`src/source/ooo_pkg.sv`:
```
package ooo_pkg;

   // logical register count, all 32 are ordinary registers
   localparam int NUM_ARCH_REGS = 32;

   typedef logic [31:0] word_t;
   typedef logic [4:0]  arch_reg_t;

   // decoded operations handled by the back end
   typedef enum logic [2:0] {
      op_add,
      op_sub,
      op_and,
      op_or,
      op_xor,
      op_sll,  // shift by rs2[4:0]
      op_li,   // rd = imm
      op_mul   // low 32 bits of the product
   } opcode_t;

endpackage
```
`src/source/reorder_buffer.sv`:
```
module reorder_buffer #(
   parameter int ROB_DEPTH = 8,
   localparam int TAG_W = $clog2(ooo_pkg::NUM_ARCH_REGS + ROB_DEPTH)
) (
   input  logic                  clk,
   input  logic                  reset,
   input  logic                  dispatch_valid,
   input  ooo_pkg::arch_reg_t    dispatch_rd,
   input  logic [TAG_W-1:0]      new_tag,
   input  logic [TAG_W-1:0]      old_tag,
   input  logic                  alu_valid,
   input  logic                  mul_valid,
   input  logic [TAG_W-1:0]      alu_tag,
   input  logic [TAG_W-1:0]      mul_tag,
   input  ooo_pkg::word_t        alu_value,
   input  ooo_pkg::word_t        mul_value,
   output logic                  commit_valid,
   output ooo_pkg::arch_reg_t    commit_rd,
   output ooo_pkg::word_t        commit_value,
   output logic                  free_valid,
   output logic [TAG_W-1:0]      free_tag
);

   localparam int IDX_W = $clog2(ROB_DEPTH);

   logic [ROB_DEPTH-1:0] valid_q;
   logic [ROB_DEPTH-1:0] done_q;
   ooo_pkg::arch_reg_t   rd_q    [ROB_DEPTH];
   logic [TAG_W-1:0]     new_q   [ROB_DEPTH];
   logic [TAG_W-1:0]     old_q   [ROB_DEPTH];
   ooo_pkg::word_t       value_q [ROB_DEPTH];
   logic [IDX_W-1:0]     head;
   logic [IDX_W-1:0]     tail;

   // head retires the cycle after it is marked done
   assign commit_valid = valid_q[head] && done_q[head];
   assign commit_rd    = rd_q[head];
   assign commit_value = value_q[head];
   assign free_valid   = commit_valid;
   assign free_tag     = old_q[head];   // previous mapping of rd is dead now

   always_ff @(posedge clk) begin
      if (reset) begin
         valid_q <= '0;
         done_q  <= '0;
         head    <= '0;
         tail    <= '0;
      end else begin
         // completion, matched by destination tag
         for (int i = 0; i < ROB_DEPTH; i++) begin
            if (valid_q[i] && alu_valid && alu_tag == new_q[i]) begin
               done_q[i]  <= 1'b1;
               value_q[i] <= alu_value;
            end
            if (valid_q[i] && mul_valid && mul_tag == new_q[i]) begin
               done_q[i]  <= 1'b1;
               value_q[i] <= mul_value;
            end
         end
         if (commit_valid) begin
            valid_q[head] <= 1'b0;
            head          <= head + 1'b1;
         end
         if (dispatch_valid) begin
            valid_q[tail] <= 1'b1;
            done_q[tail]  <= 1'b0;
            rd_q[tail]    <= dispatch_rd;
            new_q[tail]   <= new_tag;
            old_q[tail]   <= old_tag;
            tail          <= tail + 1'b1;
         end
      end
   end

endmodule

```
`config.mk`:
```
export PLATFORM = sky130hd
export DESIGN_NAME = reorder_buffer
export DESIGN_NICKNAME = d
export VERILOG_FILES = /design/src/source/ooo_pkg.sv /design/src/source/reorder_buffer.sv
export SDC_FILE = /design/constraint.sdc
export NUM_CORES = 1
export LEC_CHECK = 0
export BUFFER_PORTS_ARGS = -buffer_cell sky130_fd_sc_hd__buf_2
export CAP_MARGIN = 30
export CORE_UTILIZATION = 61
export DETAILED_ROUTE_END_ITERATION = 7
export GPL_ROUTABILITY_DRIVEN = 0
export GPL_TIMING_DRIVEN = 0
export HOLD_SLACK_MARGIN = 0.05
export PLACE_DENSITY = 0.81
export SLEW_MARGIN = 0
export SYNTH_ARGS = -nofsm -noshare
export SYNTH_HDL_FRONTEND = slang
export SYNTH_SLANG_ARGS = --single-unit
```
`constraint.sdc`:
```
create_clock -name clk -period 4.5 [get_ports clk]
set_input_delay 0.225 -clock clk [delete_from_list [all_inputs] [get_ports clk]]
set_output_delay 0.225 -clock clk [all_outputs]
set_load 0.005 [all_outputs]
```
Word level (Yosys, flattened, before mapping)
Memory sizes are Yosys's and may differ from the RTL's. A register that Yosys moved wholly into a read port is not among the register bits.
Cells that the tools add are included.

storage, ports and cells
  flip-flop bits (word level) = 22
  latch bits = 0
  memory bits (writable) = 392
  bits in read-only memories = 0
  bits of input ports = 98
  output and inout port bits = 45
  word-level logic and storage cells = 179
  memories = 4

operators by class
  $add $sub $neg = 2
  multiply operators = 0
  div/mod/pow operators = 0
  order comparisons = 4
  eq/ne operators = 16
  shift-type cells = 0
  multiplexer cells = 101
  bitwise operators = 13
  reduce and logical (&&, ||, !) cells = 35

memories
  name     words  width  rd ports  clocked after Yosys merged registers in  write ports  RTL line              RTL
  value_q  8      32     1         1                                        8            reorder_buffer.sv:31  ooo_pkg::word_t value_q [ROB_DEPTH];
  new_q    8      6      8         0                                        1            reorder_buffer.sv:29  logic [TAG_W-1:0] new_q [ROB_DEPTH];
  old_q    8      6      1         1                                        1            reorder_buffer.sv:30  logic [TAG_W-1:0] old_q [ROB_DEPTH];
  rd_q     8      5      1         1                                        1            reorder_buffer.sv:28  ooo_pkg::arch_reg_t rd_q [ROB_DEPTH];

operators with widths
  cell                                                                                 number
  32-bit 2-to-1 mux                                                                    8
  6-bit == test                                                                        16
  1-bit 2-to-1 mux                                                                     79
  1-bit logical AND                                                                    35
  8-bit 2-to-1 mux                                                                     4
  3-bit 2-to-1 mux                                                                     6
  8-bit bitwise AND                                                                    2
  8-bit inverter                                                                       2
  3-bit by 4-bit < comparator with 1-bit output, second input constant                 2
  1-bit OR                                                                             8
  8-bit OR                                                                             1
  3-bit by 1-bit adder with 3-bit output, second input constant                        2
  1-bit binary-select mux with 3-bit select                                            2
  1-bit demux with 3-bit select                                                        2
  3-bit by 1-bit greater-or-equal comparator with 1-bit output, second input constant  2

Depth between registers and ports, before layout
  depth in word-level cells = 10
  gate-level depth with buffers = 6
  gate-level depth less buffers = 4

Worst setup path before layout
No wires, ideal clock.

  path type = input -> register
  start point = input port alu_tag[5]
  end point = memory value_q[6][0] (netlist bit) (enable)
  setup time = 0.432 ns
  arrival time = 2.716 ns
  data required time = 4.068 ns
  setup slack = 1.352 ns
  stages = 5
  buffers on the path = 1
  cells stage by stage = clkbuf_1 xor2_1 nor4_1 nand4_1 a21oi_1

RTL lines
  element          RTL line              RTL
  start, declared  reorder_buffer.sv:13  input logic [TAG_W-1:0] alu_tag,
  end, declared    reorder_buffer.sv:31

==> summary.md <==
| Metric | Value |
|---|---|
| Status | finished, final reports clean |
| Die W | 183.1 um |
| Minimum clock period | 3435 ps |
| Max_slew headroom | 29.67% |
| Die area | 33540 um2 |
| Crit path launch type | flop |
| Syn nets | 1233 |
| Starting DRT DRC Count | 1011 |
| Top cell type by total area after synthesis | edfxtp_1 |
| Power density over cell area | 356.2 nW/um2 |
| Postcts setup bufs | 0 |
| Vias/cell | 6.264 |
| Max FO, Critical Path | 10 |
| Drt drc | 0 |
| Clock skew | 16.92 ps |
| Share of layout cells above drive strength 1 | 48.62% |
| Critical hold path startpoint | dispatch_valid |
| Reg2Reg Setup Slack | 1880 ps |
| Placeable Area | 31880 um2 |
| Core Rows | 65 |
| Starting Density | 62.78% |
| Clock Latency Late Sink | 540 ps |
| Gr ovfl total | 0 |
| Crit path kind | reg -> out |
| Mean cell area of the mapped netlist | 17.66 um2 |
| Most frequent cells in the layout | 392 x edfxtp_1, 284 x mux2_2, 138 x buf_2, 88 x mux4_2 |
| Number of buffers inserted by hold repair at cts | 18 |
| Post-CTS Resized | 0 |
| Worst setup margin | 1065 ps |
| Area of the mapped netlist | 20010 um2 |
| Setup WS pre-CTS | 1373 ps |
| DIE HEIGHT | 183.1 um |
| Commonest non-fill, non-tap cell in the layout | edfxtp_1 |
| Total routed wirelength | 48070 um |
| Max VDD drop | 0.0005091 V |
| Main synth FF type | edfxtp_1 |
| Placed instance area | 21710 um2 |
| Sequential area share after synthesis | 61.32% |
| Critical path required time | 4280 ps |
| I/O Buffers | 126 |
| Total CTS buffers | 43 |
| Reg clk slew, reported paths | 60 ps |
| Root buf cell | clkbuf_16 |
| Area share of the largest cell type after synthesis | 58.81% |
| Routed len/inst | 26.47 um |
| Arrival @ worst endpoint | 3210 ps |
| Slew Limit Fails | 0 |
| Io pins | 143 |
| Post-Route Utilization | 73.25% |
| Fmax | 291.2 MHz |
| Post-synth EDFFs | 392 |
| Clock buffer depth | 3 |
| H-tree Lvls | 2 |
| Worst r2r src | new_q[6][4] |
| First-pass DRT Iterations | 5 |
| GRT Resource Usage Total | 29.51% |
| Synth Register Bits | 417 |
| Critical path endpoint category | primary output |
| Synthesized instance count | 1133 |
| Maxcap violations | 0 |
| Post-DP HPWL | 30590 um |
| Clk sinks | 417 |
| RR Endpoint | value_q[6][14] |
| Final net count | 1444 |
| Design Area, Final | 23350 um2 |
| P_leak | 7.565 nW |
| Syn-to-layout area delta | 16.69% |
| Antenna Nets Post-Route | 0 |
| Async SR Flop Fraction | 0% |
| Fill cell count | 1979 |
| Vias in the first global route | 12040 |
| Initial antenna violation count | 7 |
| Final Hold Fails | 0 |
| Vias | 11380 |
| Global-route wire length before repair | 72440 um |
| Min-Delay Path Class | in -> reg |
| Maximum number of pins on one net before global-route repair | 21 |
| Synthesis warning total | 0 |
| Worst slew pin tran | 1049 ps |
| Clock tree from TritonCTS | done |
| Area contributors post-synth | edfxtp_1 59%, mux2_2 16%, mux4_2 9.9% |
| WHS Path Cells | 3 |
| RSZ-0062 raised after global routing | false |
| Count of cell types in the netlist | 38 |
| Setup-failing EPs final | 0 |
| Worst R2R Path Depth | 5 |
| Hold endpoint | tail[0] |
| Tcrit/Tclk final | 76.32% |
## cells in the mapped netlist, drive strengths merged, types with 2 or more instances
cell / instances
a21oi: 9
a311oi: 5
a31o: 8
a31oi: 3
buf: 48
clkbuf: 23
dfxtp: 25
edfxtp: 392
ha: 2
inv: 13
mux2: 302
mux2i: 2
mux4: 88
nand2: 30
nand3: 9
nand4: 16
nor2: 16
nor3: 4
nor3b: 8
nor4: 16
o21ai: 3
or2b: 8
xnor2: 49
xor2: 49
## cell type report
type	instances	area [um2]	share of cell area (%)
Inverter	13	48.80	0.2089
Tap cell	435	544.3	2.331
Buffer	71	495.5	2.122
Clock buffer	53	1156	4.950
Timing Repair Buffer	166	1226	5.250
Clock inverter	26	285.3	1.222
Antenna cell	3	7.507	0.03215
Sequential cell	417	12270	52.55
Multi-Input combinational cell	632	7318	31.34
## sequential cells by signal (all words and copies together) (netlist names), named ones only
name,flops
old_q,48
value_q,256
head,3
done_q,8
rd_q,40
tail,3
valid_q,8
new_q,48
## worst max-delay path by stage
stage | startpoint | to | slack, ps | cells past startpoint
CTS | flop | commit_value[4] | 1060 | 6
detailed placement | reset | value_q[1][12] | 1370 | 7
global route | flop | commit_value[4] | 940 | 6
global placement | alu_tag[4] | value_q[1][14] | -1000 | 5
floorplan | alu_tag[5] | value_q[6][0] | 1350 | 5
finish | flop | commit_value[23] | 1070 | 6
## cell families after synthesis
| family | share of synthesized area, % |
|---|---|
| flip-flops | 61.32 |
| multiplexers | 27.20 |
| AND/OR/NAND/NOR | 3.307 |
| XOR/XNOR | 4.289 |
| buffers and inverters | 2.719 |
| AO/OA/AOI/OAI | 1.044 |
| adder cells (fa/ha/maj) | 0.1250 |
## routing by layer
metal | vias to the layer above | wire length, um | GRT usage [%]
li1 | 4938 | - | -
met4 | 8 | 1588 | 10.87
met1 | 5743 | 18740 | 38.54
met3 | 124 | 3843 | 5.818
met2 | 563 | 23840 | 49.37
met5 | - | 56 | 0
## per-stage QoR
step           total power [mW]  setup TNS, ps  hold WS, ps  cells
6_report                  8.318              0        73.22   1816
5_1_grt                   8.519              0        86.67   1813
4_1_cts                   8.336              0        51.40   1812
3_5_place_dp              4.728              0        472.4   1715
3_3_place_gp              4.704        -191650        468.5   1694
2_1_floorplan             4.569              0        323.9   1133
## power breakdown
| part | total (mW) | switching, mW | internal, mW | leakage, nW |
|---|---|---|---|---|
| Combinational | 0.395 | 0.208 | 0.187 | 3.14 |
| Clock | 3.65 | 1.48 | 2.17 | 0.696 |
| Sequential | 4.28 | 0.0134 | 4.26 | 3.73 |
## critical path, stage by stage (launching register included)
cell	delay [ps]
dfxtp_1	310
clkbuf_1	270
clkbuf_1	600
buf_1	660
mux4_2	400
mux2_2	300
buf_2	130
Note: power is estimated with default switching activity, not from simulation.
