==> src/source/ooo_pkg.sv <==
package ooo_pkg;

   // logical register count, all 32 are ordinary registers
   localparam int NUM_ARCH_REGS = 32;

   typedef logic [31:0] word_t;
   typedef logic [4:0]  arch_reg_t;

   // decoded operations handled by the back end
   typedef enum logic [2:0] {
      op_add,
      op_sub,
      op_and,
      op_or,
      op_xor,
      op_sll,  // shift by rs2[4:0]
      op_li,   // rd = imm
      op_mul   // low 32 bits of the product
   } opcode_t;

endpackage
==> src/source/phys_reg_file.sv <==
module phys_reg_file #(
   parameter int ROB_DEPTH = 8,
   localparam int TAG_W = $clog2(ooo_pkg::NUM_ARCH_REGS + ROB_DEPTH)
) (
   input  logic                  clk,
   input  logic                  reset,
   input  logic                  alloc_valid,
   input  logic [TAG_W-1:0]      alloc_tag,
   input  logic [TAG_W-1:0]      read1_tag,
   input  logic [TAG_W-1:0]      read2_tag,
   output ooo_pkg::word_t        read1_value,
   output ooo_pkg::word_t        read2_value,
   output logic                  read1_ready,
   output logic                  read2_ready,
   input  logic                  alu_valid,
   input  logic                  mul_valid,
   input  logic [TAG_W-1:0]      alu_tag,
   input  logic [TAG_W-1:0]      mul_tag,
   input  ooo_pkg::word_t        alu_value,
   input  ooo_pkg::word_t        mul_value
);

   localparam int NUM_PHYS = ooo_pkg::NUM_ARCH_REGS + ROB_DEPTH;

   ooo_pkg::word_t value_q [NUM_PHYS];
   logic           ready_q [NUM_PHYS];

   assign read1_value = value_q[read1_tag];
   assign read2_value = value_q[read2_tag];
   assign read1_ready = ready_q[read1_tag];
   assign read2_ready = ready_q[read2_tag];

   always_ff @(posedge clk) begin
      if (reset) begin
         // architectural state starts at zero and ready
         for (int i = 0; i < NUM_PHYS; i++) begin
            value_q[i] <= '0;
            ready_q[i] <= (i < ooo_pkg::NUM_ARCH_REGS);
         end
      end else begin
         if (alloc_valid) ready_q[alloc_tag] <= 1'b0;  // tag is free, no broadcast can hit it
         // both units may finish together
         if (alu_valid) begin
            value_q[alu_tag] <= alu_value;
            ready_q[alu_tag] <= 1'b1;
         end
         if (mul_valid) begin
            value_q[mul_tag] <= mul_value;
            ready_q[mul_tag] <= 1'b1;
         end
      end
   end

endmodule

==> config.mk <==
export PLATFORM = sky130hd
export DESIGN_NAME = phys_reg_file
export DESIGN_NICKNAME = d
export VERILOG_FILES = /design/src/source/ooo_pkg.sv /design/src/source/phys_reg_file.sv
export SDC_FILE = /design/constraint.sdc
export NUM_CORES = 2
export LEC_CHECK = 0
export BUFFER_PORTS_ARGS = -buffer_cell sky130_fd_sc_hd__buf_2
export CAP_MARGIN = 20
export CELL_PAD_IN_SITES_DETAIL_PLACEMENT = 0
export CELL_PAD_IN_SITES_GLOBAL_PLACEMENT = 1
export CORE_UTILIZATION = 35
export CTS_CLUSTER_DIAMETER = 60
export DETAILED_ROUTE_END_ITERATION = 8
export GPL_ROUTABILITY_DRIVEN = 0
export GPL_TIMING_DRIVEN = 0
export PLACE_DENSITY = 0.58
export REMOVE_ABC_BUFFERS = 1
export SYNTH_ARGS = -nofsm -noshare
export SYNTH_HDL_FRONTEND = slang
export SYNTH_SLANG_ARGS = --single-unit
==> constraint.sdc <==
create_clock -name clk -period 4.15 [get_ports clk]
set_input_delay 0 -clock clk [delete_from_list [all_inputs] [get_ports clk]]
set_output_delay 0 -clock clk [all_outputs]
set_load 0.02 [all_outputs]
After elaboration in Yosys (flattened, before gate mapping)
Memory sizes are Yosys's and may differ from the RTL's.
Index checks and enable logic that the tools add are counted.
{ "word_totals": {"output_inout_bits": 66, "input_bits": 99, "n_memories": 2, "wordCells": 33, "mem_bits_rw": 1320, "reg_bits": 0} }
{ "mem_list": {"columns": ["memory", "words", "width", "rd", "rd_clocked_by_memory_dff", "write_ports", "line", "source"], "rows": [
  ["value_q", 40, 32, 2, 0, 40, "phys_reg_file.sv:25", "ooo_pkg::word_t value_q [NUM_PHYS];"],
  ["ready_q", 40, 1, 2, 0, 40, "phys_reg_file.sv:26", "logic ready_q [NUM_PHYS];"]
]} }
{ "classes": {"reduce_logical": 5, "n_mux": 26} }
{ "ops": {"columns": ["cell", "count"], "rows": [
  ["$mux W32", 2],
  ["$reduce_or A32 Y1", 2],
  ["$mux W6", 5],
  ["$mux W1", 19],
  ["$reduce_or A1 Y1", 3]
]} }

Logic depth before layout (Yosys ltp)
{ "logic_depth": {"depth_word": 5, "mapped_depth": 10} }

Worst setup path after synthesis
Ideal clock, no wire load.
{ "synth_path": {"kind": "input port to flip-flop", "start": "input port alu_tag[2]", "end": "memory value_q[60][0] in the netlist's numbering, enable pin", "arrival_ns": 2.967, "setup_ns": 0.467, "required_time_ns": 3.683, "slack_ns": 0.716, "stages": 4, "path_buffers": 1, "path_cell_list": "clkbuf_1 > nor2b_1 > nand2_1 > o21ai_0"} }
{ "synth_lines": {"columns": ["element", "line", "source"], "rows": [
  ["from (decl)", "phys_reg_file.sv:17", "input logic [TAG_W-1:0] alu_tag,"],
  ["to (decl)", "phys_reg_file.sv:25", null]
]} }

Final worst setup path
{ "layout_path": {"start": "input port read1_tag[1]", "end": "output port read1_value[12]"} }
{ "layout_between": {"elab_chain_cells": 1} }
{ "layout_lines": {"columns": ["element", "line", "source"], "rows": [
  ["from (decl)", "phys_reg_file.sv:9", "input logic [TAG_W-1:0] read1_tag,"],
  ["$mem_v2 Z40 W32", null, null],
  ["to (decl)", "phys_reg_file.sv:11", "output ooo_pkg::word_t read1_value,"]
]} }
No other way between the ends.

==> reports/qor.csv <==
stage,metric,value,unit
run_status,status,finished with violations,
run_status,failing checks,setup timing,
synthesis,top-count cell post-synth,edfxtp_1,
final_layout,share of cells above drive strength 1,0.311,
sta,TNS Setup,-1.81,ns
die,Ports,165,
final_layout,Finished Layout Cells,12400,
power_and_ir_drop,Power Dens Cells,382,nW/µm²
synthesis,yosys warns,0,
sta,RSZ-0062 raised after global routing,false,
sta,measured slew at the worst slew-check pin,1.40,ns
power_and_ir_drop,combinational share of power,0.148,
final_layout,area delta synth->final,17.8,%
sta,Setup Skew,0,ns
global_routing,Total GRT Usage,0.320,
drt,Initial DRC Count,13700,
power_and_ir_drop,Sw Share,0.276,
critical_path,worst path bufs/invs,5,
synthesis,asr flop ratio synth,0,
clocking,clock latency on the worst-skew pair,0.97,ns
power_and_ir_drop,total power,54.1,mW
synthesis,#FFs+latches synth,2112,
drt,Post-route DRC,0,
placed_design,IO Port Bufs,164,
critical_path,Worst R2R Path Depth,3,
final_layout,post-route cell area,142000,µm²
critical_path,CP cell instances,buf_8 > buf_16 > buf_16 > nand2_2 > buf_12 > o22ai_1 > a21oi_1 > a32oi_2 > a221oi_4 > buf_2,
critical_path,Worst EP arrival,4.39,ns
die,Rows,214,
power_and_ir_drop,leakage power,45.9,nW
die,die height,588,µm
sta,Slew HR,0.0672,
critical_path,highest cell delay on the worst timing path,0.76,ns
drt,via count,87400,
clocking,"CTS clk-pin slew, worst paths",0.06,ns
synthesis,Synth area leaders,"edfxtp_1, mux4_2, a22o_1, mux2_1, clkbuf_1",
critical_path,CP most frequent cell,buf_16,
power_and_ir_drop,Clock power frac,0.397,
sta,Final min period,4.39,ns
placed_design,placed insts,11800,
drt,vias per cell,7.02,
clocking,CTS tree,yes,
critical_path,Setup crit start kind,input port,
power_and_ir_drop,Int Pwr,39.2,mW
synthesis,most common flop cell mapped by yosys,edfxtp_1,
final_layout,fillers,30500,
synthesis,mean post-synth cell area,15.4,µm²
critical_path,Crit Reg-Reg Endpoint,ready_q[17]$_DFF_P_,
synthesis,Yosys cell types,64,
synthesis,Mapped Cells,7823,
power_and_ir_drop,Reg power frac,0.455,
clocking,CTS Buffer Depth,4,
clocking,H-tree levels,4,
sta,final setup margin,-0.238,ns
die,Core Box Area,341000,µm²
critical_path,Worst Setup SP,read1_tag[1],
critical_path,Top delay family on crit path,compound AO/OA/AOI/OAI gates,
final_layout,final net count,7778,
sta,Fin. Hold Viols,0,
synthesis,post-synth top area cell,edfxtp_1,
critical_path,R2R setup slack,2.92,ns
sta,Final Hold Slack,0.126,ns
placed_design,pre-CTS setup slack,-0.806,ns
drt,Post-DRT Antenna Nets,0,
clocking,clk sink count,2112,
flow_run,Max-Cap Viols,0,
synthesis,register area share after synthesis,0.522,
global_routing,grt ovf,0,
sta,Pins Over Slew Limit,0,
die,starting density of the core,0.353,
clocking,TritonCTS buffer count,246,
die,die footprint,346000,µm²
critical_path,worst reg2reg startpoint,ready_q[17]$_DFF_P_,
critical_path,worst-path cell with the longest stage delay,a21oi_1,
sta,Final Setup Violations,20,
drt,DR WL/cell,45.7,µm
placed_design,Post-DP Area,132000,µm²
power_and_ir_drop,maximum vdd drop,0.370,mV
sta,crit share post-route,1.06,
global_routing,first-pass GRT wire length,755000,µm
drt,drt pass-1 iters,9,
synthesis,top cell type's share of synthesized area,0.511,
clocking,CTS root buffer,clkbuf_16,
power_and_ir_drop,Sw Pwr,14.9,mW
critical_path,CP Data Required Time,4.15,ns
critical_path,Worst Setup EP,read1_value[12],
critical_path,WP depth,10,
synthesis,Commonest cells post-synth,"edfxtp_1, a22o_1, mux4_2, clkbuf_1, mux2_1",
placed_design,hpwl dp,389000,µm
critical_path,CP Class,input port to primary output,
drt,WL final,568000,µm
die,DIE WIDTH,588,µm
global_routing,initial antenna violation count,67,
critical_path,critical path endpoint category,primary output,
global_routing,vias in the first global route,85000,
synthesis,synthesized cell area,120000,µm²
global_routing,largest net degree at the start of global routing,84,
sta,max frequency,228,MHz
clocking,Post-CTS Setup Bufs,0,
critical_path,crit path max fanout,74,
hold_path,Hold Path Class,input port to register,
synthesis,number of synthesized flops with an enable pin,2048,
final_layout,final core utilization,0.416,
## timing repair
| action | 4_1_cts | 5_1_grt |
|---|---|---|
| setup endpoints to repair | 38 | 9 |
| endpoints found under the hold margin | 1561 | 0 |
| gates resized for setup | 34 | 8 |
| gates cloned | 2 | 1 |
| hold buffers | 130 | 0 |
## kinds of logic after synthesis
kind of cell,synth area share
compound gates,0.133
mux,0.278
buf+inv,0.0415
flops,0.522
simple gates,0.0258
## worst min-delay path by stage
stage | cells after the start | end | slack [ns] | from
2_1_floorplan | 2 | ready_q[62]$_DFF_P_ | 0.13 | alloc_tag[0]
3_3_place_gp | 3 | ready_q[63]$_DFF_P_ | 0.40 | alloc_tag[2]
3_5_place_dp | 2 | value_q[55][26]$_DFFE_PP_ | 0.39 | alu_value[26]
4_1_cts | 4 | ready_q[49]$_DFF_P_ | 0.1 | alloc_tag[0]
5_1_grt | 4 | ready_q[49]$_DFF_P_ | 0.14 | alloc_tag[0]
6_report | 4 | ready_q[49]$_DFF_P_ | 0.13 | alloc_tag[0]
## state kept, by name, summed over array words and instances (netlist names)
register / flops
value_q: 2048
ready_q: 64
## layout make-up
type / instances / area [µm²] / area share
Antenna cell: 44 / 110 / 0.000777
Multi-Input combinational cell: 4536 / 54300 / 0.383
Clock buffer: 316 / 6620 / 0.0467
Timing Repair Buffer: 779 / 11200 / 0.0791
Clock inverter: 120 / 995 / 0.00702
Inverter: 4 / 17.5 / 0.000124
Tap cell: 4536 / 5680 / 0.0401
Sequential cell: 2112 / 62800 / 0.443
## power groups by stage
stage	registers, mW	clock network [mW]	logic [mW]
2_1_floorplan	24.9	0	3.02
3_3_place_gp	25.0	0	8.08
3_5_place_dp	25.0	0	7.52
4_1_cts	24.6	21.6	7.68
5_1_grt	24.7	22.3	8.02
6_report	24.6	21.5	8.00
## tightest hold or removal path, stage by stage
cell and delay (ns):
dlygate4sd3_1 0.62, buf_2 0.23, nand3_1 0.10, a21o_1 0.11
## per-layer routing
layer | wire, µm | track usage | vias to the layer above
met5 | 1010 | 0.00547 | -
met4 | 49000 | 0.231 | 28
met3 | 69300 | 0.0998 | 1537
met2 | 251000 | 0.482 | 6764
met1 | 198000 | 0.388 | 46300
li1 | - | - | 32800
## cells in the final DEF, fill, tap and decap left out, drive strengths merged, types with 16 or more instances in the layout
cell,synthesis,final
a211oi,33,33
a21oi,96,96
a22o,1290,1290
a22oi,51,51
buf,375,645
bufinv,0,16
clkbuf,796,318
clkinv,0,88
dfxtp,64,64
diode,0,44
dlygate4sd3,0,130
edfxtp,2048,2048
mux2,792,792
mux2i,84,84
mux4,1049,1049
nand2,140,140
nand2b,78,78
nand3,31,31
nor2,105,105
nor2b,49,49
nor3,71,71
nor4,50,50
o21a,19,19
o21ai,59,59
o221ai,56,56
o22a,29,29
o22ai,327,327
(Power assumes the default switching activity.)
