==> config.mk <==
export PLATFORM = sky130hd
export DESIGN_NAME = exec_units
export DESIGN_NICKNAME = d
export VERILOG_FILES = /design/src/source/ooo_pkg.sv /design/src/source/exec_units.sv
export SDC_FILE = /design/constraint.sdc
export NUM_CORES = 2
export LEC_CHECK = 0
export BUFFER_PORTS_ARGS = -buffer_cell sky130_fd_sc_hd__buf_2
export CORE_ASPECT_RATIO = 0.6
export CORE_MARGIN = 1
export CORE_UTILIZATION = 59
export CTS_BUF_LIST = sky130_fd_sc_hd__clkbuf_8
export DETAILED_ROUTE_END_ITERATION = 12
export HOLD_SLACK_MARGIN = 0.02
export PLACE_DENSITY = 0.83
export SLEW_MARGIN = 20
export SYNTH_ARGS = -nofsm -noshare
export SYNTH_HDL_FRONTEND = slang
export SYNTH_SLANG_ARGS = --single-unit
==> constraint.sdc <==
create_clock -name clk -period 8.8 [get_ports clk]
set_input_delay 1.76 -clock clk [delete_from_list [all_inputs] [get_ports clk]]
set_output_delay 1.76 -clock clk [all_outputs]
set_load 0.02 [all_outputs]
==> src/source/ooo_pkg.sv <==
package ooo_pkg;

   // logical register count, all 32 are ordinary registers
   localparam int NUM_ARCH_REGS = 32;

   typedef logic [31:0] word_t;
   typedef logic [4:0]  arch_reg_t;

   // decoded operations handled by the back end
   typedef enum logic [2:0] {
      op_add,
      op_sub,
      op_and,
      op_or,
      op_xor,
      op_sll,  // shift by rs2[4:0]
      op_li,   // rd = imm
      op_mul   // low 32 bits of the product
   } opcode_t;

endpackage
==> src/source/exec_units.sv <==
module exec_units #(
   parameter int ROB_DEPTH  = 8,
   parameter int MUL_STAGES = 3,
   localparam int TAG_W = $clog2(ooo_pkg::NUM_ARCH_REGS + ROB_DEPTH)
) (
   input  logic                  clk,
   input  logic                  reset,
   input  logic                  issue_valid,
   input  ooo_pkg::opcode_t      issue_op,
   input  ooo_pkg::word_t        issue_a,
   input  ooo_pkg::word_t        issue_b,
   input  logic [TAG_W-1:0]      issue_tag,
   output logic                  alu_valid,
   output logic [TAG_W-1:0]      alu_tag,
   output ooo_pkg::word_t        alu_value,
   output logic                  mul_valid,
   output logic [TAG_W-1:0]      mul_tag,
   output ooo_pkg::word_t        mul_value
);

   ooo_pkg::word_t   alu_result;
   logic             is_mul;
   logic             mul_v_q [MUL_STAGES];
   logic [TAG_W-1:0] mul_t_q [MUL_STAGES];
   ooo_pkg::word_t   mul_p_q [MUL_STAGES];

   assign is_mul = (issue_op == ooo_pkg::op_mul);

   always_comb begin
      case (issue_op)
         ooo_pkg::op_add: alu_result = issue_a + issue_b;
         ooo_pkg::op_sub: alu_result = issue_a - issue_b;
         ooo_pkg::op_and: alu_result = issue_a & issue_b;
         ooo_pkg::op_or:  alu_result = issue_a | issue_b;
         ooo_pkg::op_xor: alu_result = issue_a ^ issue_b;
         ooo_pkg::op_sll: alu_result = issue_a << issue_b[4:0];
         default:         alu_result = issue_a;  // op_li carries imm in a
      endcase
   end

   // single cycle alu
   always_ff @(posedge clk) begin
      alu_tag   <= issue_tag;
      alu_value <= alu_result;
      if (reset) alu_valid <= 1'b0;
      else alu_valid <= issue_valid && !is_mul;
   end

   // product formed on entry, later stages retime it
   always_ff @(posedge clk) begin
      mul_t_q[0] <= issue_tag;
      mul_p_q[0] <= issue_a * issue_b;
      for (int s = 1; s < MUL_STAGES; s++) begin
         mul_t_q[s] <= mul_t_q[s-1];
         mul_p_q[s] <= mul_p_q[s-1];
      end
      if (reset) begin
         for (int s = 0; s < MUL_STAGES; s++) mul_v_q[s] <= 1'b0;
      end else begin
         mul_v_q[0] <= issue_valid && is_mul;
         for (int s = 1; s < MUL_STAGES; s++) mul_v_q[s] <= mul_v_q[s-1];
      end
   end

   assign mul_valid = mul_v_q[MUL_STAGES-1];
   assign mul_tag   = mul_t_q[MUL_STAGES-1];
   assign mul_value = mul_p_q[MUL_STAGES-1];

endmodule

### Yosys cells after proc, flatten, opt, wreduce, memory -nomap -nowiden

Memories as Yosys holds them, arrays and structs flattened.
Cells that the tools add are included.
W data, S select, Z words.

| cells by class | value |
|---|---|
| divide/modulo/power cells | 0 |
| $mul | 1 |
| eq/ne operators | 6 |
| shifts and indexed selects | 1 |
| reduce and logical (&&, ||, !) cells | 4 |
| bitwise operators | 6 |
| $lt $le $gt $ge | 0 |
| $add $sub $neg | 2 |
| multiplexer cells | 7 |

Operator list:

| operator | count |
|---|---|
| $pmux W32 S6 | 1 |
| $add A32 B32 Y32 | 1 |
| $and A32 B32 Y32 | 1 |
| $mul A32 B32 Y32 | 1 |
| $or A32 B32 Y32 | 1 |
| $shl A32 B5 Y32 | 1 |
| $sub A32 B32 Y32 | 1 |
| $xor A32 B32 Y32 | 1 |
| $eq A3 B3 Y1 const B | 3 |
| $eq A3 B2 Y1 const B | 2 |
| $mux W1 | 6 |
| $eq A3 B1 Y1 const B | 1 |
| $logic_not A3 Y1 | 1 |
| $or A1 B1 Y1 | 3 |
| $logic_and A1 B1 Y1 | 2 |
| $logic_not A1 Y1 | 1 |

| storage, ports and cells | value |
|---|---|
| input port bits | 76 |
| register bits | 39 |
| memories | 3 |
| logic and storage cells | 33 |
| ROM bits | 0 |
| bits in latches | 0 |
| RAM bits | 117 |

Memory list:

| memory | words | bits a word | read ports | clocked after Yosys merged registers in | write ports | RTL line | source |
|---|---|---|---|---|---|---|---|
| mul_p_q | 3 | 32 | 3 | 0 | 3 | exec_units.sv:25 | `ooo_pkg::word_t mul_p_q [MUL_STAGES];` |
| mul_t_q | 3 | 6 | 3 | 0 | 3 | exec_units.sv:24 | `logic [TAG_W-1:0] mul_t_q [MUL_STAGES];` |
| mul_v_q | 3 | 1 | 3 | 0 | 3 | exec_units.sv:23 | `logic mul_v_q [MUL_STAGES];` |

### Longest topological paths before layout

| logic depth | value |
|---|---|
| word-level depth | 3 |
| depth in mapped cells | 28 |
| mapped depth without buffers | 26 |

### Least setup slack after synthesis

Ideal clock, no wire load.

| timing path | value |
|---|---|
| path type | input -> register |
| start point | in issue_b[4] |
| end point | mem mul_p_q[0][31] (netlist bit) |
| arrival | 8.603 ns |
| buffers on the path | 3 |
| setup slack | 0.077 ns |
| setup time | 0.121 ns |
| stages on the path | 26 |
| data required time | 8.679 ns |
| cell sequence | inv_1 clkbuf_1 clkbuf_1 buf_1 nor2_1 fa_1 inv_1 fa_1 fa_1 fa_1 inv_1 fa_1 inv_1 fa_1 inv_1 fa_1 fa_1 ha_1 a211o_1 o32ai_1 a21oi_1 a41oi_1 o21ai_0 a21oi_1 o21ai_0 xnor2_1 |

RTL lines:

| element | RTL line | source |
|---|---|---|
| start, declared | exec_units.sv:11 | `input ooo_pkg::word_t issue_b,` |
| end, declared | exec_units.sv:25 |  |

==> implementation parameters <==
Parameter                              Value

Drt
  Residual DRC count ... 0
  Starting DRT DRC Count ... 2793
  Average detailed-routed wire length per instance ... 26.3 um
  Via density ... 6.10
  Total detailed-routing wirelength ... 93300 um
  Remaining antenna violation count after routing ... 0
  Routed vias ... 21700
  Total iterations of the first detailed-routing run ... 9

Floorplan
  Die outline height ... 159 um
  Effective utilization at floorplan ... 60.1%
  Chip Width ... 264 um
  Placeable core region ... 40600 um2
  Total die area ... roughly 42000 um2
  Total number of placement rows ... 57
  Total I/O pin count ... ~150

Synthesis
  Sequential area share after synthesis ... ~12%
  Share of async-settable or async-resettable flops after synthesis ... 0%
  Cells taking the most area after synthesis ... sky130_fd_sc_hd__fa_1 (34%), sky130_fd_sc_hd__dfxtp_1 (12%), sky130_fd_sc_hd__ha_1 (11%)
  Mean instance size in the synthesized netlist ... 8.66 um2
  Number of distinct library cells after synthesis ... 73
  EDFF count, synth ... 0
  Post-synthesis instance total ... approximately 2800
  Yosys warning total ... 0
  Predominant post-synthesis flop cell ... sky130_fd_sc_hd__dfxtp_1
  Fraction of synthesized cell area taken by the top area cell type ... 33.6%
  Syn Nets ... 3522
  Post-synthesis cell area ... 24400 um2
  Number of flip-flops and latches in the synthesized netlist ... 150
  Cell type with the highest aggregate area in the netlist ... sky130_fd_sc_hd__fa_1

STA
  Share of the cycle needed by the critical path after routing ... 98.0%
  Slew Limit Fails ... 0
  Clock Skew ... 16.7 ps
  Tmin final ... about 8600 ps
  Hold violation total from the final report ... 0
  Count of final setup violators ... 0
  Slew @ Worst Pin ... a little over 1000 ps
  Setup tns final ... 0 ps
  Peak clock frequency supported by timing ... 116 MHz
  Worst slew margin ... 31.2%
  Setup repair after global routing missed its margin ... no

Worst setup path
  CP Data Required Time ... 9200 ps
  Data arrival time at the worst-slack endpoint ... 9030 ps
  Worst setup path category ... input pin to flop
  Kind of end point of the critical path ... flop
  Longest individual stage delay on the worst path ... 500 ps
  Maximum fanout along the worst path ... 7
  Critical path's most frequent cell ... sky130_fd_sc_hd__fa_1
  Startpoint Class ... input pin
  Slowest stage cell on the critical path ... sky130_fd_sc_hd__fa_1

CTS
  Post-CTS Repair Setup Buffers ... 0
  Hold-fix buffers at CTS ... 0
  TritonCTS clock tree ... built
  Latest clock arrival within the worst-skew pair ... 520 ps
  Number of gates resized after cts ... 0
  CTS sink count ... 150
  Clock root cell ... sky130_fd_sc_hd__clkbuf_8
  Inserted Clock Buffers ... 17
  Maximum clock insertion buffer count ... 2
  Post-CTS clock slew at the launch and capture registers of the worst setup and hold paths ... 110 ps
  # H-tree levels ... 4

Final layout
  Layout Cells excl Fill ... about 3600
  Fill count ... 3314
  Syn-to-layout area delta ... 10.6%
  Most common library cell in the layout ignoring fill and taps ... sky130_fd_sc_hd__inv_1
  Most frequent cells in the layout ... sky130_fd_sc_hd__inv_1 (456), sky130_fd_sc_hd__fa_1 (409), sky130_fd_sc_hd__nand2_1 (360)
  Count of nets after finishing ... 3706
  Layout cell share with drive strength beyond 1 ... approximately 15%

GRT
  GR Util All Layers ... 45.6%
  Number of antenna violations at the first check in global routing ... 5
  Via count of the first global-routing pass ... 22400
  Total global routing overflow ... 0
  Met3 demand-to-capacity share in global routing ... roughly an eighth
  Maximum number of pins on one net before global-route repair ... 73
  Met1 usage ... 65.1%
  Global-route wire length before repair ... 140000 um
  Fraction of met2 tracks used by global routing ... 66.6%
  Busiest grt layer ... met2

Placement
  Gpl congestion ... roughly 1.1
  HPWL reported at the end of detailed placement ... between 70000 and 80000 um
  Cell count after placement ... 3513
  # port buffers ... 153

Min path
  Kind of path behind the tightest hold check ... flop to flop

Outcome
  Result of the run ... finished clean

Flow run
  Max Cap Viol ... 0
[synth_stat cells (8+ instances only)]
cell                       count
sky130_fd_sc_hd__xor2_1       24
sky130_fd_sc_hd__a21oi_1     106
sky130_fd_sc_hd__mux2i_1      25
sky130_fd_sc_hd__buf_1        27
sky130_fd_sc_hd__inv_1       456
sky130_fd_sc_hd__dfxtp_1     150
sky130_fd_sc_hd__mux4_2       22
sky130_fd_sc_hd__nor2_1      345
sky130_fd_sc_hd__nand4_1       8
sky130_fd_sc_hd__o211ai_1     16
sky130_fd_sc_hd__o21a_1       22
sky130_fd_sc_hd__clkbuf_1    113
sky130_fd_sc_hd__a222oi_1      8
sky130_fd_sc_hd__ha_1        220
sky130_fd_sc_hd__a211oi_1     15
sky130_fd_sc_hd__o21ai_0      70
sky130_fd_sc_hd__o31ai_1      10
sky130_fd_sc_hd__buf_2        10
sky130_fd_sc_hd__xnor2_1     112
sky130_fd_sc_hd__nand2_1     360
sky130_fd_sc_hd__o21bai_1      9
sky130_fd_sc_hd__o221ai_1     10
sky130_fd_sc_hd__a21o_1       39
sky130_fd_sc_hd__buf_4        44
sky130_fd_sc_hd__and2_1        8
sky130_fd_sc_hd__clkinv_1     18
sky130_fd_sc_hd__fa_1        409
sky130_fd_sc_hd__nor2b_1      12
sky130_fd_sc_hd__a31oi_1      14
sky130_fd_sc_hd__nor3_1       14
sky130_fd_sc_hd__nand3_1      16
[per-stage QoR]
| step | worst slack, ps | area [um2] | utilization (%) | hold WS (ps) |
|---|---|---|---|---|
| 6_report | 174 | 27000 | 66.4 | 322 |
| 3_5_place_dp | -144 | 26500 | 65.4 | 312 |
| 3_3_place_gp | 7.02 | 26500 | 65.4 | 309 |
| 2_1_floorplan | 76.6 | 24400 | - | 310 |
| 4_1_cts | 373 | 26900 | 66.4 | 325 |
| 5_1_grt | 86.0 | 26900 | 66.4 | 327 |
[layout make-up]
class	count	area, um2	area share [%]
repair buffers	360	2410	8.93
inverters	480	1800	6.68
flip-flops and latches	150	3000	11.1
well taps	531	664	2.46
diodes	8	20.0	0.0743
multi-input cells	1992	18700	69.2
clock buffers	17	234	0.868
clock inverters	14	166	0.617
[state kept, by name (all words and copies together) (netlist names)]
name       count
mul_p_q       96
alu_tag        5
mul_t_q       13
alu_valid      1
alu_value     32
mul_v_q        3
[final timing paths]
path | slack, ps | cells past startpoint | end | from
hold reg to reg | 320 | 0 | mul_p_q[0][71] | mul_p_q[0][39]
hold / removal | 320 | 0 | mul_p_q[0][71] | mul_p_q[0][39]
setup reg to reg | 8280 | 1 | mul_v_q[0][2] | mul_v_q[0][1]
setup / recovery | 170 | 27 | mul_p_q[0][31] | issue_a[5]
[critical path: cells and delay by family]
| kind | cells | cell delay (ps) |
|---|---|---|
| adder cells (fa/ha/maj) | 9 | 3610 |
| XOR/XNOR | 1 | 140 |
| AO/OA/AOI/OAI | 7 | 1560 |
| AND/OR/NAND/NOR | 2 | 790 |
| buffers and inverters | 8 | 1130 |
[metal layers]
metal	up-vias	wire [um]
met5	-	13
met4	2	3620
met3	243	12600
met2	1559	39400
met1	10700	37700
li1	9141	-
[cells by family (layout without fill, tap and decap cells)]
logic type               Yosys count  after routing  share of synthesized area, %
AND/OR/NAND/NOR                  797            797                          13.2
other                              0              8                             0
buffers and inverters            675            871                          11.1
flip-flops                       150            150                          12.3
AO/OA/AOI/OAI                    377            377                          10.3
multiplexers                      53             53                          3.34
XOR/XNOR                         136            136                          4.88
adder cells (fa/ha/maj)          629            629                          44.9
Power is not shown: default switching activity piles up to over one toggle a cycle in this logic, so the estimate is an artifact.
