--- src/source/ooo_pkg.sv ---
package ooo_pkg;

   // logical register count, all 32 are ordinary registers
   localparam int NUM_ARCH_REGS = 32;

   typedef logic [31:0] word_t;
   typedef logic [4:0]  arch_reg_t;

   // decoded operations handled by the back end
   typedef enum logic [2:0] {
      op_add,
      op_sub,
      op_and,
      op_or,
      op_xor,
      op_sll,  // shift by rs2[4:0]
      op_li,   // rd = imm
      op_mul   // low 32 bits of the product
   } opcode_t;

endpackage
--- src/source/issue_queue.sv ---
module issue_queue #(
   parameter int ROB_DEPTH = 8,
   localparam int TAG_W = $clog2(ooo_pkg::NUM_ARCH_REGS + ROB_DEPTH)
) (
   input  logic                  clk,
   input  logic                  reset,
   input  logic                  dispatch_valid,
   input  ooo_pkg::opcode_t      dispatch_op,
   input  ooo_pkg::word_t        dispatch_imm,
   input  logic [TAG_W-1:0]      src1_tag,
   input  logic [TAG_W-1:0]      src2_tag,
   input  logic [TAG_W-1:0]      dest_tag,
   input  ooo_pkg::word_t        src1_value,
   input  ooo_pkg::word_t        src2_value,
   input  logic                  src1_ready,
   input  logic                  src2_ready,
   input  logic                  alu_valid,
   input  logic                  mul_valid,
   input  logic [TAG_W-1:0]      alu_tag,
   input  logic [TAG_W-1:0]      mul_tag,
   input  ooo_pkg::word_t        alu_value,
   input  ooo_pkg::word_t        mul_value,
   output logic                  issue_valid,
   output ooo_pkg::opcode_t      issue_op,
   output ooo_pkg::word_t        issue_a,
   output ooo_pkg::word_t        issue_b,
   output logic [TAG_W-1:0]      issue_tag
);

   localparam int IDX_W = $clog2(ROB_DEPTH);

   logic [ROB_DEPTH-1:0] valid_q;
   ooo_pkg::opcode_t     op_q    [ROB_DEPTH];
   ooo_pkg::word_t       val_a_q [ROB_DEPTH];
   ooo_pkg::word_t       val_b_q [ROB_DEPTH];
   logic [TAG_W-1:0]     tag_a_q [ROB_DEPTH];
   logic [TAG_W-1:0]     tag_b_q [ROB_DEPTH];
   logic                 rdy_a_q [ROB_DEPTH];
   logic                 rdy_b_q [ROB_DEPTH];
   logic [TAG_W-1:0]     dest_q  [ROB_DEPTH];
   logic [IDX_W-1:0]     age_q   [ROB_DEPTH];  // number of older entries present

   logic [IDX_W-1:0] sel;
   logic [IDX_W-1:0] best_age;
   logic [IDX_W-1:0] slot;
   logic [IDX_W:0]   occupied;
   logic [IDX_W-1:0] new_age;
   logic             in_rdy_a;
   logic             in_rdy_b;
   ooo_pkg::word_t   in_val_a;
   ooo_pkg::word_t   in_val_b;

   function automatic logic bcast_hit(input logic [TAG_W-1:0] tag);
      return (alu_valid && alu_tag == tag) || (mul_valid && mul_tag == tag);
   endfunction

   // the two units never broadcast the same tag
   function automatic ooo_pkg::word_t bcast_value(input logic [TAG_W-1:0] tag);
      return (alu_valid && alu_tag == tag) ? alu_value : mul_value;
   endfunction

   // incoming operands, a broadcast in this cycle is not lost
   always_comb begin
      in_rdy_a = src1_ready || bcast_hit(src1_tag);
      in_val_a = src1_ready ? src1_value : bcast_value(src1_tag);
      in_rdy_b = src2_ready || bcast_hit(src2_tag);
      in_val_b = src2_ready ? src2_value : bcast_value(src2_tag);
      if (dispatch_op == ooo_pkg::op_li) begin
         in_rdy_a = 1'b1;
         in_val_a = dispatch_imm;
         in_rdy_b = 1'b1;
      end
   end

   // oldest ready entry, first free slot, occupancy
   always_comb begin
      issue_valid = 1'b0;
      sel         = '0;
      best_age    = '0;
      slot        = '0;
      occupied    = '0;
      for (int i = ROB_DEPTH - 1; i >= 0; i--) begin
         if (valid_q[i] && rdy_a_q[i] && rdy_b_q[i] && (!issue_valid || age_q[i] < best_age)) begin
            issue_valid = 1'b1;
            sel         = IDX_W'(i);
            best_age    = age_q[i];
         end
         if (!valid_q[i]) slot = IDX_W'(i);
         occupied = occupied + valid_q[i];
      end
      new_age = IDX_W'(occupied) - IDX_W'(issue_valid);  // youngest after this cycle's issue
   end

   assign issue_op  = op_q[sel];
   assign issue_a   = val_a_q[sel];
   assign issue_b   = val_b_q[sel];
   assign issue_tag = dest_q[sel];

   always_ff @(posedge clk) begin
      if (reset) begin
         valid_q <= '0;
      end else begin
         for (int i = 0; i < ROB_DEPTH; i++) begin
            // wakeup
            if (valid_q[i] && !rdy_a_q[i] && bcast_hit(tag_a_q[i])) begin
               rdy_a_q[i] <= 1'b1;
               val_a_q[i] <= bcast_value(tag_a_q[i]);
            end
            if (valid_q[i] && !rdy_b_q[i] && bcast_hit(tag_b_q[i])) begin
               rdy_b_q[i] <= 1'b1;
               val_b_q[i] <= bcast_value(tag_b_q[i]);
            end
            if (issue_valid && age_q[i] > age_q[sel]) age_q[i] <= age_q[i] - 1'b1;
         end
         if (issue_valid) valid_q[sel] <= 1'b0;
         if (dispatch_valid) begin  // credits guarantee a free slot
            valid_q[slot] <= 1'b1;
            op_q[slot]    <= dispatch_op;
            val_a_q[slot] <= in_val_a;
            val_b_q[slot] <= in_val_b;
            tag_a_q[slot] <= src1_tag;
            tag_b_q[slot] <= src2_tag;
            rdy_a_q[slot] <= in_rdy_a;
            rdy_b_q[slot] <= in_rdy_b;
            dest_q[slot]  <= dest_tag;
            age_q[slot]   <= new_age;
         end
      end
   end

endmodule

--- config.mk ---
export PLATFORM = sky130hd
export DESIGN_NAME = issue_queue
export DESIGN_NICKNAME = d
export VERILOG_FILES = /design/src/source/ooo_pkg.sv /design/src/source/issue_queue.sv
export SDC_FILE = /design/constraint.sdc
export NUM_CORES = 2
export LEC_CHECK = 0
export ABC_AREA = 0
export ABC_CLOCK_PERIOD_IN_PS = 15500
export BUFFER_PORTS_ARGS = -buffer_cell sky130_fd_sc_hd__buf_2
export CORE_UTILIZATION = 35
export CTS_BUF_LIST = sky130_fd_sc_hd__clkbuf_16
export CTS_CLUSTER_SIZE = 20
export DETAILED_ROUTE_END_ITERATION = 6
export HOLD_SLACK_MARGIN = 0.15
export SLEW_MARGIN = 20
export SYNTH_ARGS = -nofsm -noshare
export SYNTH_HDL_FRONTEND = slang
export SYNTH_SLANG_ARGS = --single-unit
--- constraint.sdc ---
create_clock -name clk -period 15.5 [get_ports clk]
set_input_delay 2.325 -clock clk [delete_from_list [all_inputs] [get_ports clk]]
set_output_delay 2.325 -clock clk [all_outputs]
set_load 0.005 [all_outputs]
Yosys cells after proc, flatten, opt, wreduce, memory -nomap -nowiden:

Memory sizes are Yosys's and may differ from the RTL's.
Index checks and enable logic that the tools add are counted.

* mux-type cells: 136
* bitwise gates (word level): 3
* reductions and logical operators: 151
* add/subtract/negate cells: 16
* equal/unequal tests: 37
* order comparisons: 19

Operators by type and width (number)
* 32-bit 2-to-1 mux: 21
* 6-bit == test: 36
* 1-bit logical AND: 101
* 1-bit 2-to-1 mux: 87
* 3-bit 2-to-1 mux: 23
* 1-bit logical OR: 27
* 3-bit > comparator: 8
* 8-bit 2-to-1 mux: 3
* 3-bit by 1-bit subtractor with 3-bit output, second input constant: 8
* 1-bit zero test: 23
* 3-bit less-than comparator: 7
* 3-bit by 1-bit adder with 3-bit output: 5
* 8-bit AND: 1
* 3-bit by 4-bit less-than comparator with 1-bit output, second input constant: 2
* 8-bit NOT: 1
* 8-bit bitwise OR: 1
* 1-bit demux with 3-bit select: 2
* 3-bit by 1-bit >= comparator with 1-bit output, second input constant: 2
* 2-bit by 1-bit adder with 3-bit output: 1
* 3-bit == test, second input constant: 1
* 3-bit by 1-bit subtractor with 3-bit output: 1
* 1-bit by 1-bit adder with 2-bit output: 1

* memories kept: 9
* bits in writable memories: 720
* flip-flop bits (word level): 8
* bits of input ports: 200

Memories
* val_a_q: depth 8, width 32, rd ports 1, clocked after memory_dff 0, write ports 9, RTL line issue_queue.sv:34 `ooo_pkg::word_t val_a_q [ROB_DEPTH];`
* val_b_q: depth 8, width 32, rd ports 1, clocked after memory_dff 0, write ports 9, RTL line issue_queue.sv:35 `ooo_pkg::word_t val_b_q [ROB_DEPTH];`
* dest_q: depth 8, width 6, rd ports 1, clocked after memory_dff 0, write ports 1, RTL line issue_queue.sv:40 `logic [TAG_W-1:0] dest_q [ROB_DEPTH];`
* tag_a_q: depth 8, width 6, rd ports 8, clocked after memory_dff 0, write ports 1, RTL line issue_queue.sv:36 `logic [TAG_W-1:0] tag_a_q [ROB_DEPTH];`
* tag_b_q: depth 8, width 6, rd ports 8, clocked after memory_dff 0, write ports 1, RTL line issue_queue.sv:37 `logic [TAG_W-1:0] tag_b_q [ROB_DEPTH];`
* age_q: depth 8, width 3, rd ports 9, clocked after memory_dff 0, write ports 9, RTL line issue_queue.sv:41 `logic [IDX_W-1:0] age_q [ROB_DEPTH];`
* 3 more memories

Depth between registers and ports, before layout:

* depth after elaboration: 41
* mapped depth: 63

Least setup slack after synthesis:

OpenSTA, ideal clock, no wires.

* path kind: reg-to-output
* start point: reg valid_q[7]
* end point: out issue_b[23]
* data required time: 13.175 ns
* setup slack: 2.618 ns
* arrival: 10.557 ns
* stages on the path, launching flop included: 53
* path through: dfxtp_1 > and3_1 > buf_2 > nand2_1 > ha_1 > a21o_1 > a21oi_1 > o21a_1 > mux2i_1 > inv_1 > ha_1 > o221ai_1 > o221a_2 > nor2_1 > mux2i_1 > ha_1 > a21oi_1 > nand2_1 > [... 17 more ...] > mux2i_1 > ha_1 > a21oi_1 > nor3b_1 > o2bb2ai_1 > nor2_1 > a21oi_1 > ha_1 > a2111oi_0 > o21a_1 > a211oi_1 > nor4_2 > nor2_1 > nand2_1 > buf_4 > clkbuf_1 > a21oi_1 > or4_1

* word-level cells in the longest chain between the ends: 32
* elaborated cells between the ends (all ways): 53
* those cells by class: 7 x order compare; 22 x mux; 23 x reduce/logical; 1 x memory

Ends and longest elaborated chain
* from (decl): RTL line issue_queue.sv:32 `logic [ROB_DEPTH-1:0] valid_q;`
* from (signal assigned): RTL line issue_queue.sv:101 `valid_q <= '0;`
* from (signal, indexed assignment): RTL line issue_queue.sv:115 `if (issue_valid) valid_q[sel] <= 1'b0;`
* from (signal, indexed assignment): RTL line issue_queue.sv:117 `valid_q[slot] <= 1'b1;`
* 1-bit logical AND (*) (2 in a row): RTL line issue_queue.sv:83 `if (valid_q[i] && rdy_a_q[i] && rdy_b_q[i] && (!issue_valid || age_q[i] < best_age)) begin`
* 3-bit 2-to-1 mux or 1-bit 2-to-1 mux (tied branches): RTL line issue_queue.sv:83
* 3-bit less-than comparator or 1-bit zero test (tied branches): RTL line issue_queue.sv:83
* 1-bit logical OR: RTL line issue_queue.sv:83
* 1-bit logical AND: RTL line issue_queue.sv:83
* 3-bit 2-to-1 mux or 1-bit 2-to-1 mux (tied branches): RTL line issue_queue.sv:83
* 3-bit less-than comparator or 1-bit zero test (tied branches): RTL line issue_queue.sv:83
* 1-bit logical OR: RTL line issue_queue.sv:83
* [... 15 more ...]
* 1-bit logical OR: RTL line issue_queue.sv:83
* 1-bit logical AND: RTL line issue_queue.sv:83
* 3-bit 2-to-1 mux or 1-bit 2-to-1 mux (tied branches): RTL line issue_queue.sv:83
* 3-bit less-than comparator or 1-bit zero test (tied branches): RTL line issue_queue.sv:83
* 1-bit logical OR: RTL line issue_queue.sv:83
* 1-bit logical AND: RTL line issue_queue.sv:83
* 3-bit 2-to-1 mux (*): RTL line issue_queue.sv:83
* memory read 8 x 32 bit (*)
* to (decl): RTL line issue_queue.sv:26 `output ooo_pkg::word_t issue_b,`

Every way passes the cells marked *; elsewhere a longest branch is shown, timed or not.

==> impl_results.md <==
- R2R Path Start: rdy_a_q[7]$_DFF_P_
- Most common cell after layout, fill and taps aside: sky130_fd_sc_hd__nand2_1
- Hold buffer count at cts: 0
- Site Rows: 130
- P per Cell Area: 96.3 nW/um^2
- Met3 Usage GRT: 0.0405
- Post-synthesis instance area: 44400 sq um
- Setup repair after global routing missed its margin: no
- Residual DRC count: 0
- Global-route congestion overflow total: 0
- Post-synthesis instance total: 4714
- Status: finished, final reports clean
- Yosys synthesis warning count: 0
- Clock latency reported for the late side of the worst-skew pair: 660 ps
- Mean instance size in the synthesized netlist: 9.42 sq um
- EDFF count, synth: 704
- Library cell appearing most often on the critical path: sky130_fd_sc_hd__a21oi_1
- Worst Min Path Start: rdy_a_q[1]$_DFF_P_
- Kind of start point of the critical path: flip-flop
- Post-synthesis register bit count: 728
- Met1 Usage GRT: 0.332
- Worst path max stage delay: 750 ps
- IO Count: 274
- Core area: 126000 sq um
- Main combinational cell family by area after synthesis: simple AND/OR/NAND/NOR gates
- Final setup skew: 18.8 ps
- Post-detailed-route count of antenna-violating nets: 0
- # setup viols final: 0
- Maximum clock insertion buffer count: 3
- Initial antenna violation count: 18
- Worst Max-Slew Pin Slew: 1370 ps
- Maximum level of the CTS H-tree: 3
- M2 GR Usage: 0.396
- Period utilization: 0.963
- Largest vdd supply drop: 0.0731 mV
- Number of design-rule violations left by the first detailed-router iteration: 3895
- Post-synthesis simple-gate area fraction: 0.145
- Fin. max-slew vios: 0
- Share of the yosys chip area belonging to registers: 0.487
- Via Count: 37176
- Xor/xnor share of the synthesized area: 0.0446
- Global routing's busiest layer: met2
- Post-synthesis cell type count: 73
- Total Power: 4.81 mW
- Vias per cell: 5.79
- Total Die Area: 128000 sq um
- Floorplan die width: 358 um
- Element type at the critical path end: primary output
- Hold Path Cell Cnt: 2
- CTS sink cnt: 728
- CTS buffer count: 81
- Total track usage: 0.248
- Initial core utilization: 0.353
- Post-CTS clock slew at the launch and capture registers of the worst setup and hold paths: 60 ps
- Terminating pin of the worst hold path: rdy_a_q[1]$_DFF_P_
- Synthesized netlist net count: 4959
- Dominant synthesized flop cell: sky130_fd_sc_hd__edfxtp_1
- Post-DR wirelength/cell: 25.8 um
- Slew margin rel.: 0.0800
- Number of hold-slack violations in the final timing report: 0
- Fmax: 0.0670 GHz
- Cells on worst reg2reg path: 61
- Endpoint of the worst-slack reg-to-reg timing path: age_q[1][2]$_DFFE_PP_
- CTS Root Cell: sky130_fd_sc_hd__clkbuf_16
- Startpoint-to-endpoint class of the critical path: reg2out
- Area delta synth->final: 12.3%
- Half-perimeter wire length after detailed placement: 95.6 mm
- Adder and majority cell fraction of the synthesized area: 0.0135
- Register-to-register path setup slack: 1760 ps
- Wire length of the first global-routing pass: 235 mm
- Data required time at the worst endpoint: 13180 ps
- Weighted congestion at the end of routability-driven global placement: 0.876
- Clock tree from TritonCTS: built
- Final-layout setup total negative slack: 0 ps
- Total wire length after detailed routing: 165 mm
- Maximum net fanout on the critical path: 93
- Critical path startpoint: rdy_a_q[7]$_DFF_P_
- Min Tclk post-route: 14930 ps
- Area fraction in compound gates after synthesis: 0.133
- Number of detailed-route iterations in the first pass: 6
- Arrival time of data at the critical path endpoint: 12610 ps
- Post-synthesis async set-or-reset flop share: 0
- Cell leakage power: 15.8 nW
- Layout cell share with drive strength beyond 1: 0.117
- Final layout net count: 4946
- Multiplexer share of the synthesized area: 0.133
- Height of the chip: 358 um
- Critical Path Slowest Stage Cell: sky130_fd_sc_hd__or4_1
- Maximum number of pins on one net before global-route repair: 94
- Quantity of I/O buffers inserted on ports: 273
- Most used cells in the layout excluding fill and tap cells: sky130_fd_sc_hd__nand2_1 (1207), sky130_fd_sc_hd__edfxtp_1 (704), sky130_fd_sc_hd__mux2i_1 (588), sky130_fd_sc_hd__o21ai_0 (536), sky130_fd_sc_hd__a21oi_1 (377)
- Type of the tightest min-delay check: reg2reg
- Number of global-route vias before repair: 35225
- Maxcap violations: 0
## how the worst max path moves through the flow
| stage | to | slack [ps] | cells after the start |
|---|---|---|---|
| floorplan | issue_b[23] | 2620 | 52 |
| global placement | issue_b[23] | 750 | 53 |
| detailed placement | issue_b[23] | 720 | 53 |
| CTS | issue_b[23] | 1 | 53 |
| global route | issue_tag[4] | 8 | 53 |
| finish | issue_a[29] | 570 | 52 |
## sequential cells by signal, indices dropped and copies added (netlist names)
register and count:
rdy_a_q 8, valid_q 8, dest_q 48, val_b_q 256, tag_b_q 48, val_a_q 256, tag_a_q 48, age_q 24
rdy_b_q 8, op_q 24
## worst max-delay path: cells and delay by family (launching register included)
family,cells,cell delay (ps)
AOI/OAI and AO/OA,24,4680
and+or+nand+nor,11,2420
adders and majority gates,7,2110
muxes,4,1220
buffers and inverters,6,950
DFF,1,440
## Yosys cell counts, types with 19 or more instances
master	number	share of area
sky130_fd_sc_hd__a21oi_1	378	0.043
sky130_fd_sc_hd__buf_1	37	0.0031
sky130_fd_sc_hd__clkbuf_1	392	0.033
sky130_fd_sc_hd__dfxtp_1	24	0.011
sky130_fd_sc_hd__edfxtp_1	704	0.48
sky130_fd_sc_hd__ha_1	40	0.011
sky130_fd_sc_hd__inv_1	52	0.0044
sky130_fd_sc_hd__mux2i_1	588	0.13
sky130_fd_sc_hd__nand2_1	1210	0.10
sky130_fd_sc_hd__nand3_1	19	0.0021
sky130_fd_sc_hd__nand4_1	40	0.0056
sky130_fd_sc_hd__nor2_1	107	0.0090
sky130_fd_sc_hd__nor4_1	39	0.0055
sky130_fd_sc_hd__o21ai_0	536	0.060
sky130_fd_sc_hd__o21ai_1	65	0.0073
sky130_fd_sc_hd__o31ai_1	19	0.0032
sky130_fd_sc_hd__or4_1	74	0.013
sky130_fd_sc_hd__xnor2_1	110	0.022
sky130_fd_sc_hd__xor2_1	116	0.023
## power breakdown
group,switching [mW],internal (mW)
combinational,0.483,0.219
sequential,0.0285,2.21
clock,0.848,1.02
## stage by stage
stage,area [sq um],instances,hold WS (ps),worst slack (ps),util
after floorplan,44400,4714,474,2620,-
after global placement,47200,6259,525,754,0.376
after detailed placement,47200,6259,527,723,0.376
after CTS,49700,6407,538,1.34,0.395
after global routing,49900,6420,554,8.11,0.397
final,49900,6422,538,567,0.397
## layout make-up
cell class	instances	area, sq um
Multi-Input combinational cell	3484	21300
Inverter	53	239
Antenna cell	6	15.0
Timing Repair Buffer	353	2130
Clock inverter	66	432
Tap cell	1650	2060
Fill cell	12247	75800
Sequential cell	728	21600
Clock buffer	82	2050
## per-layer routing
layer | up-vias | wire length [um]
li1 | 16713 | -
met1 | 18183 | 68100
met2 | 1909 | 76000
met3 | 361 | 14900
met4 | 10 | 6340
met5 | - | 70
## timing repair
action | CTS | global route
endpoints found under the setup margin | 0 | 73
resized for setup | 0 | 18
setup buffers | 0 | 6
## cells by family (layout without fill, tap and decap cells)
group / count (synthesis) / in the layout
simple gates: 1531 / 1532
other cells: 0 / 6
flops: 728 / 728
compound gates: 1089 / 1091
xor+xnor: 226 / 226
mux: 590 / 590
fa+ha+maj: 45 / 45
buf+inv: 505 / 554
Power figures use the tool's default switching activity.
